===== src/source/gpu_settings.svh =====
`ifndef GPU_SETTINGS_SVH
`define GPU_SETTINGS_SVH

// Warps sharing the front end
`define GPU_NUM_WARPS 4

// Threads per warp, one mask bit each
`define GPU_NUM_THREADS 4

// Named barriers available to the warps
`define GPU_NUM_BARRIERS 2

// Entries in each warp's IPDOM stack
`define GPU_IPDOM_DEPTH 4

// Where warp 0 starts after reset
`define GPU_START_PC 32'h8000_0000

`endif


===== src/source/warp_pkg.sv =====
`include "gpu_settings.svh"

package warp_pkg;

	// Index of one warp
	typedef logic [$clog2(`GPU_NUM_WARPS)-1:0] warp_id_t;

	// One bit per thread of a warp
	typedef logic [`GPU_NUM_THREADS-1:0] tmask_t;

	// Program counter
	typedef logic [31:0] pc_t;

	// Number of warps, wide enough to hold the full count
	typedef logic [$clog2(`GPU_NUM_WARPS):0] wcount_t;

	// Saved state for reconvergence
	// A fallthrough entry only restores the mask, the PC keeps running
	typedef struct packed {
		logic fallthrough;
		pc_t pc;
		tmask_t tmask;
	} ipdom_entry_t;

endpackage


===== src/source/cf_pkg.sv =====
`include "gpu_settings.svh"

package cf_pkg;

	// Control-flow events reported back by the execute stage
	typedef enum logic [3:0] {
		CF_ADVANCE = 4'd0,
		CF_JAL     = 4'd1,
		CF_BRANCH  = 4'd2,
		CF_SPLIT   = 4'd3,
		CF_JOIN    = 4'd4,
		CF_TMC     = 4'd5,
		CF_BAR     = 4'd6,
		CF_HALT    = 4'd7,
		CF_WSPAWN  = 4'd8
	} cf_op_t;

	// Names one barrier of the barrier table
	typedef logic [$clog2(`GPU_NUM_BARRIERS)-1:0] bar_id_t;

endpackage


===== src/source/ipdom_stack.sv =====
`timescale 1ns/10ps

module ipdom_stack #(
	parameter type entry_t = logic [31:0],
	parameter int DEPTH = 4
) (
	input logic clk,
	input logic reset,
	input logic push,
	input logic pop,
	input entry_t push_lo,
	input entry_t push_hi,
	output entry_t top,
	output logic empty
);

	localparam int AW = $clog2(DEPTH);
	localparam int PW = $clog2(DEPTH + 1);

	entry_t mem [DEPTH];

	// Number of valid entries, top lives at sp - 1
	logic [PW-1:0] sp;
	logic [PW-1:0] sp_inc;
	logic [PW-1:0] sp_dec;

	assign sp_inc = sp + PW'(1);
	assign sp_dec = sp - PW'(1);

	always_ff @(posedge clk or posedge reset) begin
		if (reset) begin
			sp <= '0;
		end else if (push) begin
			sp <= sp + PW'(2);
		end else if (pop) begin
			sp <= sp_dec;
		end
	end

	// Lower entry goes in first so the upper one is popped first
	always_ff @(posedge clk) begin
		if (push) begin
			mem[sp[AW-1:0]] <= push_lo;
			mem[sp_inc[AW-1:0]] <= push_hi;
		end
	end

	assign top = mem[sp_dec[AW-1:0]];
	assign empty = (sp == '0);

	a_no_overflow: assert property (@(posedge clk) disable iff (reset)
		push |-> (sp <= PW'(DEPTH - 2)));

	a_no_underflow: assert property (@(posedge clk) disable iff (reset)
		pop |-> !empty);

endmodule


===== src/source/barrier_table.sv =====
`timescale 1ns/10ps
`include "gpu_settings.svh"

module barrier_table (
	input logic clk,
	input logic reset,
	input logic bar_arrive,
	input cf_pkg::bar_id_t bar_id,
	input warp_pkg::warp_id_t bar_warp,
	input warp_pkg::wcount_t bar_count,
	output logic [`GPU_NUM_WARPS-1:0] bar_hold_mask
);

	localparam int NW = `GPU_NUM_WARPS;
	localparam int NB = `GPU_NUM_BARRIERS;

	// Warps waiting at each barrier
	logic [NW-1:0] arrived [NB];

	warp_pkg::wcount_t cur_count;
	logic reach;

	assign cur_count = warp_pkg::wcount_t'($countones(arrived[bar_id]));

	// This arrival is the last one the barrier waits for
	assign reach = (cur_count + warp_pkg::wcount_t'(1)) == bar_count;

	always_ff @(posedge clk or posedge reset) begin
		if (reset) begin
			for (int b = 0; b < NB; b++) begin
				arrived[b] <= '0;
			end
		end else if (bar_arrive) begin
			if (reach) begin
				arrived[bar_id] <= '0;
			end else begin
				arrived[bar_id][bar_warp] <= 1'b1;
			end
		end
	end

	// A warp is held while it waits at any barrier
	always_comb begin
		bar_hold_mask = '0;
		for (int b = 0; b < NB; b++) begin
			bar_hold_mask = bar_hold_mask | arrived[b];
		end
	end

	// A held warp cannot have been issued, so it cannot arrive again
	a_arrive_not_held: assert property (@(posedge clk) disable iff (reset)
		bar_arrive |-> !bar_hold_mask[bar_warp]);

	a_count_nonzero: assert property (@(posedge clk) disable iff (reset)
		bar_arrive |-> (bar_count != '0));

endmodule


===== src/source/warp_scheduler.sv =====
`timescale 1ns/10ps
`include "gpu_settings.svh"

module warp_scheduler (
	input logic clk,
	input logic reset,
	input logic cf_valid,
	input cf_pkg::cf_op_t cf_op,
	input warp_pkg::warp_id_t cf_warp,
	input warp_pkg::pc_t cf_pc,
	input logic cf_taken,
	input warp_pkg::tmask_t cf_mask,
	input warp_pkg::tmask_t cf_later_mask,
	input cf_pkg::bar_id_t cf_bar_id,
	input warp_pkg::wcount_t cf_bar_count,
	input logic [`GPU_NUM_WARPS-1:0] bar_hold_mask,
	output logic bar_arrive,
	output cf_pkg::bar_id_t bar_id,
	output warp_pkg::warp_id_t bar_warp,
	output warp_pkg::wcount_t bar_count,
	output logic issue_valid,
	input logic issue_ready,
	output warp_pkg::warp_id_t issue_warp,
	output warp_pkg::pc_t issue_pc,
	output warp_pkg::tmask_t issue_mask,
	output logic ebreak
);

	localparam int NW = `GPU_NUM_WARPS;

	// Per-warp state
	warp_pkg::pc_t pc_q [NW];
	warp_pkg::tmask_t mask_q [NW];
	logic [NW-1:0] active;
	logic [NW-1:0] stalled;
	logic [NW-1:0] served;

	// Round-robin pick
	logic [NW-1:0] eligible;
	logic [NW-1:0] fresh;
	logic [NW-1:0] cand;
	logic [NW-1:0] pick_onehot;
	logic new_round;
	logic pick_found;
	logic load;
	warp_pkg::warp_id_t pick_warp;

	// IPDOM stacks
	logic [NW-1:0] stack_push;
	logic [NW-1:0] stack_pop;
	logic [NW-1:0] stack_empty;
	warp_pkg::ipdom_entry_t stack_top [NW];
	warp_pkg::ipdom_entry_t split_lo;
	warp_pkg::ipdom_entry_t split_hi;
	warp_pkg::ipdom_entry_t join_entry;
	logic join_ok;

	always_comb begin
		eligible = active & ~stalled & ~bar_hold_mask;
		fresh = eligible & ~served;
		// Everyone ready has had a turn, start over
		new_round = (fresh == '0);
		cand = new_round ? eligible : fresh;
		pick_found = |cand;
		pick_warp = '0;
		for (int w = NW - 1; w >= 0; w--) begin
			if (cand[w]) begin
				pick_warp = warp_pkg::warp_id_t'(w);
			end
		end
		pick_onehot = '0;
		pick_onehot[pick_warp] = pick_found;
	end

	// Issue register may take a new warp when empty or draining
	assign load = pick_found && (!issue_valid || issue_ready);

	// Split pushes the reconvergence mask below the deferred path
	always_comb begin
		split_lo.fallthrough = 1'b1;
		split_lo.pc = '0;
		split_lo.tmask = mask_q[cf_warp];
		split_hi.fallthrough = 1'b0;
		split_hi.pc = cf_pc;
		split_hi.tmask = cf_later_mask;
	end

	for (genvar w = 0; w < NW; w++) begin : g_stack
		assign stack_push[w] = cf_valid && (cf_op == cf_pkg::CF_SPLIT) &&
			(cf_warp == warp_pkg::warp_id_t'(w));
		assign stack_pop[w] = cf_valid && (cf_op == cf_pkg::CF_JOIN) &&
			(cf_warp == warp_pkg::warp_id_t'(w));

		ipdom_stack #(
			.entry_t(warp_pkg::ipdom_entry_t),
			.DEPTH(`GPU_IPDOM_DEPTH)
		) stack0 (
			.clk(clk),
			.reset(reset),
			.push(stack_push[w]),
			.pop(stack_pop[w]),
			.push_lo(split_lo),
			.push_hi(split_hi),
			.top(stack_top[w]),
			.empty(stack_empty[w])
		);
	end

	assign join_entry = stack_top[cf_warp];
	assign join_ok = !stack_empty[cf_warp];

	always_ff @(posedge clk or posedge reset) begin
		if (reset) begin
			for (int w = 0; w < NW; w++) begin
				pc_q[w] <= '0;
				mask_q[w] <= warp_pkg::tmask_t'(1);
			end
			pc_q[0] <= `GPU_START_PC;
			active <= NW'(1);
			stalled <= '0;
			served <= '0;
		end else begin
			// Issued warp waits for its event, PC moves on
			if (load) begin
				stalled[pick_warp] <= 1'b1;
				pc_q[pick_warp] <= pc_q[pick_warp] + 32'd4;
				served <= (new_round ? '0 : served) | pick_onehot;
			end
			if (cf_valid) begin
				stalled[cf_warp] <= 1'b0;
				case (cf_op)
					cf_pkg::CF_JAL: pc_q[cf_warp] <= cf_pc;
					cf_pkg::CF_BRANCH: begin
						if (cf_taken) begin
							pc_q[cf_warp] <= cf_pc;
						end
					end
					cf_pkg::CF_SPLIT: mask_q[cf_warp] <= cf_mask;
					cf_pkg::CF_JOIN: begin
						if (join_ok) begin
							mask_q[cf_warp] <= join_entry.tmask;
							if (!join_entry.fallthrough) begin
								pc_q[cf_warp] <= join_entry.pc;
							end
						end
					end
					cf_pkg::CF_TMC: begin
						mask_q[cf_warp] <= cf_mask;
						if (cf_mask == '0) begin
							active[cf_warp] <= 1'b0;
						end
					end
					cf_pkg::CF_HALT: active[cf_warp] <= 1'b0;
					cf_pkg::CF_WSPAWN: begin
						// Warp 0 is never respawned
						for (int w = 1; w < NW; w++) begin
							if (cf_mask[w]) begin
								active[w] <= 1'b1;
								stalled[w] <= 1'b0;
								pc_q[w] <= cf_pc;
								mask_q[w] <= warp_pkg::tmask_t'(1);
							end
						end
					end
					// Advance and barrier only release the warp
					default: ;
				endcase
			end
		end
	end

	always_ff @(posedge clk or posedge reset) begin
		if (reset) begin
			issue_valid <= 1'b0;
		end else if (load) begin
			issue_valid <= 1'b1;
		end else if (issue_ready) begin
			issue_valid <= 1'b0;
		end
	end

	always_ff @(posedge clk) begin
		if (load) begin
			issue_warp <= pick_warp;
			issue_pc <= pc_q[pick_warp];
			issue_mask <= mask_q[pick_warp];
		end
	end

	assign bar_arrive = cf_valid && (cf_op == cf_pkg::CF_BAR);
	assign bar_id = cf_bar_id;
	assign bar_warp = cf_warp;
	assign bar_count = cf_bar_count;

	assign ebreak = (active == '0);

	a_event_active: assert property (@(posedge clk) disable iff (reset)
		(cf_valid && cf_op != cf_pkg::CF_WSPAWN) |-> active[cf_warp]);

	// Events answer an earlier issue of the same warp
	a_event_stalled: assert property (@(posedge clk) disable iff (reset)
		(cf_valid && !(cf_op inside {cf_pkg::CF_WSPAWN, cf_pkg::CF_BAR}))
		|-> stalled[cf_warp]);

endmodule


===== src/source/fetch_stage.sv =====
`timescale 1ns/10ps

module fetch_stage (
	input logic clk,
	input logic reset,
	input logic issue_valid,
	input warp_pkg::warp_id_t issue_warp,
	input warp_pkg::pc_t issue_pc,
	input warp_pkg::tmask_t issue_mask,
	output logic issue_ready,
	output logic arvalid,
	output logic [31:0] araddr,
	output logic [2:0] arprot,
	input logic arready,
	input logic rvalid,
	input logic [31:0] rdata,
	input logic [1:0] rresp,
	output logic rready,
	output logic out_valid,
	input logic out_ready,
	output warp_pkg::warp_id_t out_warp,
	output warp_pkg::pc_t out_pc,
	output warp_pkg::tmask_t out_mask,
	output logic [31:0] out_instr
);

	// Read slot, busy from issue until the R beat
	logic rd_busy;
	warp_pkg::warp_id_t rd_warp;
	warp_pkg::pc_t rd_pc;
	warp_pkg::tmask_t rd_mask;

	logic issue_fire;
	logic r_fire;

	// R is taken only when the output buffer has room
	assign rready = !out_valid || out_ready;
	assign r_fire = rvalid && rready;

	assign issue_ready = !rd_busy || r_fire;
	assign issue_fire = issue_valid && issue_ready;

	assign araddr = rd_pc;
	assign arprot = 3'b000;

	always_ff @(posedge clk or posedge reset) begin
		if (reset) begin
			rd_busy <= 1'b0;
			arvalid <= 1'b0;
			out_valid <= 1'b0;
		end else begin
			if (r_fire) begin
				rd_busy <= 1'b0;
			end
			if (arvalid && arready) begin
				arvalid <= 1'b0;
			end
			if (issue_fire) begin
				rd_busy <= 1'b1;
				arvalid <= 1'b1;
			end
			if (r_fire) begin
				out_valid <= 1'b1;
			end else if (out_ready) begin
				out_valid <= 1'b0;
			end
		end
	end

	always_ff @(posedge clk) begin
		if (issue_fire) begin
			rd_warp <= issue_warp;
			rd_pc <= issue_pc;
			rd_mask <= issue_mask;
		end
		if (r_fire) begin
			out_warp <= rd_warp;
			out_pc <= rd_pc;
			out_mask <= rd_mask;
			// Error responses turn into a zero word
			out_instr <= (rresp == 2'b00) ? rdata : '0;
		end
	end

	// R only after the address went out
	a_r_expected: assert property (@(posedge clk) disable iff (reset)
		rvalid |-> (rd_busy && !arvalid));

	a_ar_stable: assert property (@(posedge clk) disable iff (reset)
		(arvalid && !arready) |=> (arvalid && $stable(araddr)));

endmodule


===== src/source/warp_frontend_top.sv =====
`timescale 1ns/10ps
`include "gpu_settings.svh"

module warp_frontend_top (
	input logic clk,
	input logic reset,
	input logic cf_valid,
	input cf_pkg::cf_op_t cf_op,
	input warp_pkg::warp_id_t cf_warp,
	input warp_pkg::pc_t cf_pc,
	input logic cf_taken,
	input warp_pkg::tmask_t cf_mask,
	input warp_pkg::tmask_t cf_later_mask,
	input cf_pkg::bar_id_t cf_bar_id,
	input warp_pkg::wcount_t cf_bar_count,
	output logic arvalid,
	output logic [31:0] araddr,
	output logic [2:0] arprot,
	input logic arready,
	input logic rvalid,
	input logic [31:0] rdata,
	input logic [1:0] rresp,
	output logic rready,
	output logic out_valid,
	input logic out_ready,
	output warp_pkg::warp_id_t out_warp,
	output warp_pkg::pc_t out_pc,
	output warp_pkg::tmask_t out_mask,
	output logic [31:0] out_instr,
	output logic ebreak
);

	logic bar_arrive;
	cf_pkg::bar_id_t bar_id;
	warp_pkg::warp_id_t bar_warp;
	warp_pkg::wcount_t bar_count;
	logic [`GPU_NUM_WARPS-1:0] bar_hold_mask;

	logic issue_valid;
	logic issue_ready;
	warp_pkg::warp_id_t issue_warp;
	warp_pkg::pc_t issue_pc;
	warp_pkg::tmask_t issue_mask;

	warp_scheduler sched0 (
		.clk(clk),
		.reset(reset),
		.cf_valid(cf_valid),
		.cf_op(cf_op),
		.cf_warp(cf_warp),
		.cf_pc(cf_pc),
		.cf_taken(cf_taken),
		.cf_mask(cf_mask),
		.cf_later_mask(cf_later_mask),
		.cf_bar_id(cf_bar_id),
		.cf_bar_count(cf_bar_count),
		.bar_hold_mask(bar_hold_mask),
		.bar_arrive(bar_arrive),
		.bar_id(bar_id),
		.bar_warp(bar_warp),
		.bar_count(bar_count),
		.issue_valid(issue_valid),
		.issue_ready(issue_ready),
		.issue_warp(issue_warp),
		.issue_pc(issue_pc),
		.issue_mask(issue_mask),
		.ebreak(ebreak)
	);

	barrier_table bar0 (
		.clk(clk),
		.reset(reset),
		.bar_arrive(bar_arrive),
		.bar_id(bar_id),
		.bar_warp(bar_warp),
		.bar_count(bar_count),
		.bar_hold_mask(bar_hold_mask)
	);

	fetch_stage fetch0 (
		.clk(clk),
		.reset(reset),
		.issue_valid(issue_valid),
		.issue_warp(issue_warp),
		.issue_pc(issue_pc),
		.issue_mask(issue_mask),
		.issue_ready(issue_ready),
		.arvalid(arvalid),
		.araddr(araddr),
		.arprot(arprot),
		.arready(arready),
		.rvalid(rvalid),
		.rdata(rdata),
		.rresp(rresp),
		.rready(rready),
		.out_valid(out_valid),
		.out_ready(out_ready),
		.out_warp(out_warp),
		.out_pc(out_pc),
		.out_mask(out_mask),
		.out_instr(out_instr)
	);

endmodule


===== config.mk =====
export PLATFORM = sky130hd
export DESIGN_NAME = warp_frontend_top
export DESIGN_NICKNAME = d
export VERILOG_FILES = /design/src/source/warp_pkg.sv /design/src/source/cf_pkg.sv /design/src/source/ipdom_stack.sv /design/src/source/barrier_table.sv /design/src/source/warp_scheduler.sv /design/src/source/fetch_stage.sv /design/src/source/warp_frontend_top.sv
export VERILOG_INCLUDE_DIRS = /design/src /design/src/source
export SDC_FILE = /design/constraint.sdc
export NUM_CORES = 2
export LEC_CHECK = 0
export BUFFER_PORTS_ARGS = -buffer_cell sky130_fd_sc_hd__buf_2
export CAP_MARGIN = 20
export CELL_PAD_IN_SITES_DETAIL_PLACEMENT = 1
export CELL_PAD_IN_SITES_GLOBAL_PLACEMENT = 2
export CORE_MARGIN = 2
export CORE_UTILIZATION = 25
export CTS_BUF_LIST = sky130_fd_sc_hd__clkbuf_8
export DETAILED_ROUTE_END_ITERATION = 12
export GPL_ROUTABILITY_DRIVEN = 0
export HOLD_SLACK_MARGIN = 0.08
export PLACE_DENSITY = 0.49
export SLEW_MARGIN = 5
export SYNTH_ARGS = -nofsm -noshare
export SYNTH_HDL_FRONTEND = slang
export SYNTH_SLANG_ARGS = --single-unit

===== constraint.sdc =====
create_clock -name clk -period 8 [get_ports clk]
set_input_delay 0.8 -clock clk [delete_from_list [all_inputs] [get_ports clk]]
set_output_delay 0.8 -clock clk [all_outputs]
set_load 0.03 [all_outputs]

==> Flow_metrics.wiki <==
{| class="wikitable"
! Metric !! Value
|-
| Status || finished, final reports clean
|-
| Critical Path Slowest Stage Cell || a221oi_1
|-
| Largest net degree at the start of global routing || between 100 and 150
|-
| Vias in the first global route || around 35000
|-
| Dominant delay contributor by cell family on the critical path || compound AO/OA/AOI/OAI gates
|-
| Initial Utilization || between 20 and 30%
|-
| Sequential cell area fraction in the yosys report || roughly three fifths
|-
| Number of input and output port buffers inserted || about 200
|-
| Number of flops mapped to enable cells by yosys || 722
|-
| Final worst hold slack || about 0.19 ns
|-
| Slew of the pin with the lowest slew margin || ~1.1 ns
|-
| Overall die width || 430.1 µm
|-
| Final nets || ~4000
|-
| Yosys warnings || 0
|-
| Number of failing hold endpoints at the final stage || 0
|-
| Post-DRT Antenna Nets || 0
|-
| Routed wirelength normalized by instance count || about 31 µm
|-
| Clock slew at reported path FFs || 0.06 ns
|-
| Total power per unit cell area || ~250 nW/µm²
|-
| Die height || 430.1 µm
|-
| Leading cell type in the layout, fill and taps excluded || edfxtp_1
|-
| Share of post-route cells with drive strength above 1 || 21.57%
|-
| Hold crit path type || input pin to flop
|-
| Total gr overflow || 0
|-
| Overall Global Routing Usage || between 20% and 30%
|-
| Crit path cell chain || or4b_1, o22ai_2, o32a_1, buf_4, o22ai_1, a221oi_1, ha_1, o21ai_0, a221oi_1, nand4_2, nor3_2, nand3_1, xnor2_1, nor2_1, o32ai_1
|-
| Via density || between 5 and 6
|-
| CTS tree || built
|-
| Most frequent cells in the layout || edfxtp_1 (722), and2_1 (401), nor2_1 (323)
|-
| Total power after layout || roughly 0.013 W
|-
| Post-placement worst setup slack || 2.054 ns
|-
| Worst EP arrival || roughly 6.7 ns
|-
| Maximum single-stage delay on the critical path || about 0.73 ns
|-
| Final period util || between 70 and 80%
|-
| Leakage power || just over 20 nW
|-
| Half-perimeter wire length of the detailed placement result || around 130000 µm
|-
| Area growth from synthesis to final layout || 16.85%
|-
| Filler Cells Inserted || 19570
|-
| Final worst setup slack || 2.123 ns
|-
| Number of maximum-capacitance constraint violations || 0
|-
| Most frequent CP cell || a221oi_1
|-
| Iteration-0 DRC count of the detailed router || ~2700
|-
| Final critical path time including I/O delays and setup || 5.877 ns
|-
| RSZ-0062 raised after global routing || no
|-
| Post-synthesis instance area || roughly 45000 µm²
|-
| Top-level I/O count || 200
|-
| Worst supply voltage drop on vdd || roughly 0.00017 V
|-
| Category of the critical setup timing path || flop to flop
|-
| Primary flip-flop cell chosen by synthesis mapping || edfxtp_1
|-
| Sum of routed wire length over all layers || ~200000 µm
|-
| Total number of clock tree sinks || 918
|-
| DIE AREA || 185000 µm²
|-
| Async set-reset flop share out of synthesis || roughly a fifth
|-
| DRC violations left || 0
|-
| Worst relative slew slack || 28.12%
|-
| Peak fanout along the critical path || 31
|-
| Number of buffer and inverter stages on the critical path || 1
|-
| Mean post-synth cell area || about 12 µm²
|-
| TritonCTS buffer count || between 150 and 200
|-
| WP data required || between 8 and 9 ns
|-
| Type of element capturing the critical path || flop
|-
| H-tree depth || 4
|-
| Flop and latch count out of synthesis || around 900
|-
| CP Launch Type || flop
|-
| Pre-Repair DR Iteration Count || 5
|-
| CTS root buffer || clkbuf_8
|-
| Count of final max-slew check failures || 0
|-
| Number of different library cells in the post-synthesis netlist || 83
|-
| Core footprint || 180500 µm²
|-
| Post-route core utilization || 29.38%
|-
| Std-Cell Rows || approximately 160
|-
| Global-route wire length before repair || 277600 µm
|-
| Clock latency reported for the late side of the worst-skew pair || around 0.95 ns
|-
| Setup violation total in the final timing report || 0
|-
| Initial antenna violation count || 19
|-
| Post-Synthesis Cells || 3657
|-
| Largest clock skew in the final design || 0.05867 ns
|-
| Number of buffers on the longest clock path || 3
|-
| Fmax achieved || between 150 and 200 MHz
|-
| Vias after detailed routing || roughly 33000
|-
| Setup TNS || 0 ns
|}
-- final timing paths --
path / from / end / slack [ns] / cells past startpoint
max in group asynchronous: reset / sched0.pc_q[21] / 6.35 / 4
worst min register to register: sched0.issue_warp[0] / fetch0.rd_warp[0] / 0.41 / 0
worst min-delay path: rdata[28] / fetch0.out_instr[28] / 0.19 / 2
worst max-delay path: bar0.arrived[5] / sched0.pc_q[118] / 2.12 / 15
worst max register to register: bar0.arrived[5] / sched0.pc_q[118] / 2.12 / 15
min in group asynchronous: reset / bar0.arrived[4] / 0.50 / 3
-- cell usage after synthesis, drive strengths merged (16+ instances only) --
master	n	share of area, %
a21oi	162	1.8
mux4	189	9.4
nor3	21	0.25
clkbuf	302	2.5
ha	33	0.91
mux2i	27	0.60
dfxtp	16	0.71
nor2	342	2.8
a221oi	44	1.2
nand3	29	0.32
and2	402	5.5
o32ai	19	0.37
nand2	217	1.8
a211o	21	0.41
edfxtp	722	48
a22oi	111	1.8
dfrtp	174	9.6
inv	49	0.41
a221o	16	0.35
xnor2	25	0.50
and3	183	2.5
a32oi	16	0.31
o21ai	176	1.9
buf	46	0.51
o22ai	79	1.1
a22o	22	0.42
-- routing by layer --
metal  part of all wire, %  up-vias  global-route usage [%]
li1                      -    14190                       -
met1                    44    17360                   27.44
met2                    49      939                   36.19
met3                   4.3      280                   3.088
met4                   2.9        0                   6.731
met5                     0        -                       0
-- kinds of logic (layout without fill, tap and decap cells) --
logic type | after synthesis | after routing | share of synthesized area, %
simple gates | 1272 | 1272 | 14.54
flops | 918 | 918 | 58.41
compound gates | 772 | 772 | 11.71
buf+inv | 397 | 716 | 3.410
mux | 227 | 227 | 10.25
xor+xnor | 36 | 36 | 0.7277
fa+ha+maj | 34 | 34 | 0.9537
other cells | 1 | 16 | 0.008261
-- metrics by stage --
stage | cells | area (µm²)
2_1_floorplan | 3659 | 45400
4_1_cts | 6347 | 52990
5_1_grt | 6354 | 53020
3_5_place_dp | 5999 | 49230
6_report | 6361 | 53040
3_3_place_gp | 5995 | 49150
-- flip-flops by register name, summed over array words and instances, names as in the netlist, 8 cells and up --
signal	flops
sched0.g_stack.stack0.mem	592
sched0.pc_q	128
fetch0.araddr	32
fetch0.out_instr	32
fetch0.out_pc	32
sched0.issue_pc	32
sched0.mask_q	16
sched0.g_stack.stack0.sp	12
bar0.arrived	8
-- final cells by class --
type | instances | area (µm²) | area share (%)
inverter | 49 | 192.7 | 0.3633
antenna | 13 | 32.53 | 0.06133
clock buffer | 186 | 2560 | 4.826
tap | 2370 | 2965 | 5.591
timing repair buffer | 350 | 2295 | 4.326
multi-input combinational | 2344 | 17580 | 33.14
clock inverter | 131 | 888.4 | 1.675
sequential | 918 | 26530 | 50.01
-- power by group --
| part | switching [W] | total [W] | internal, W |
|---|---|---|---|
| Clock | 0.00227 | 0.00473 | 0.00246 |
| Combinational | 0.00187 | 0.00288 | 0.00101 |
| Sequential | 0.000291 | 0.00567 | 0.00538 |
-- repair_timing --
item / 4_1_cts / 5_1_grt
setup buffers: 0 / 0
resized for setup: 0 / 0
hold endpoints to repair: 105 / 0
hold buffers: 31 / 0
No activity file was read; power rests on OpenSTA's default activity.
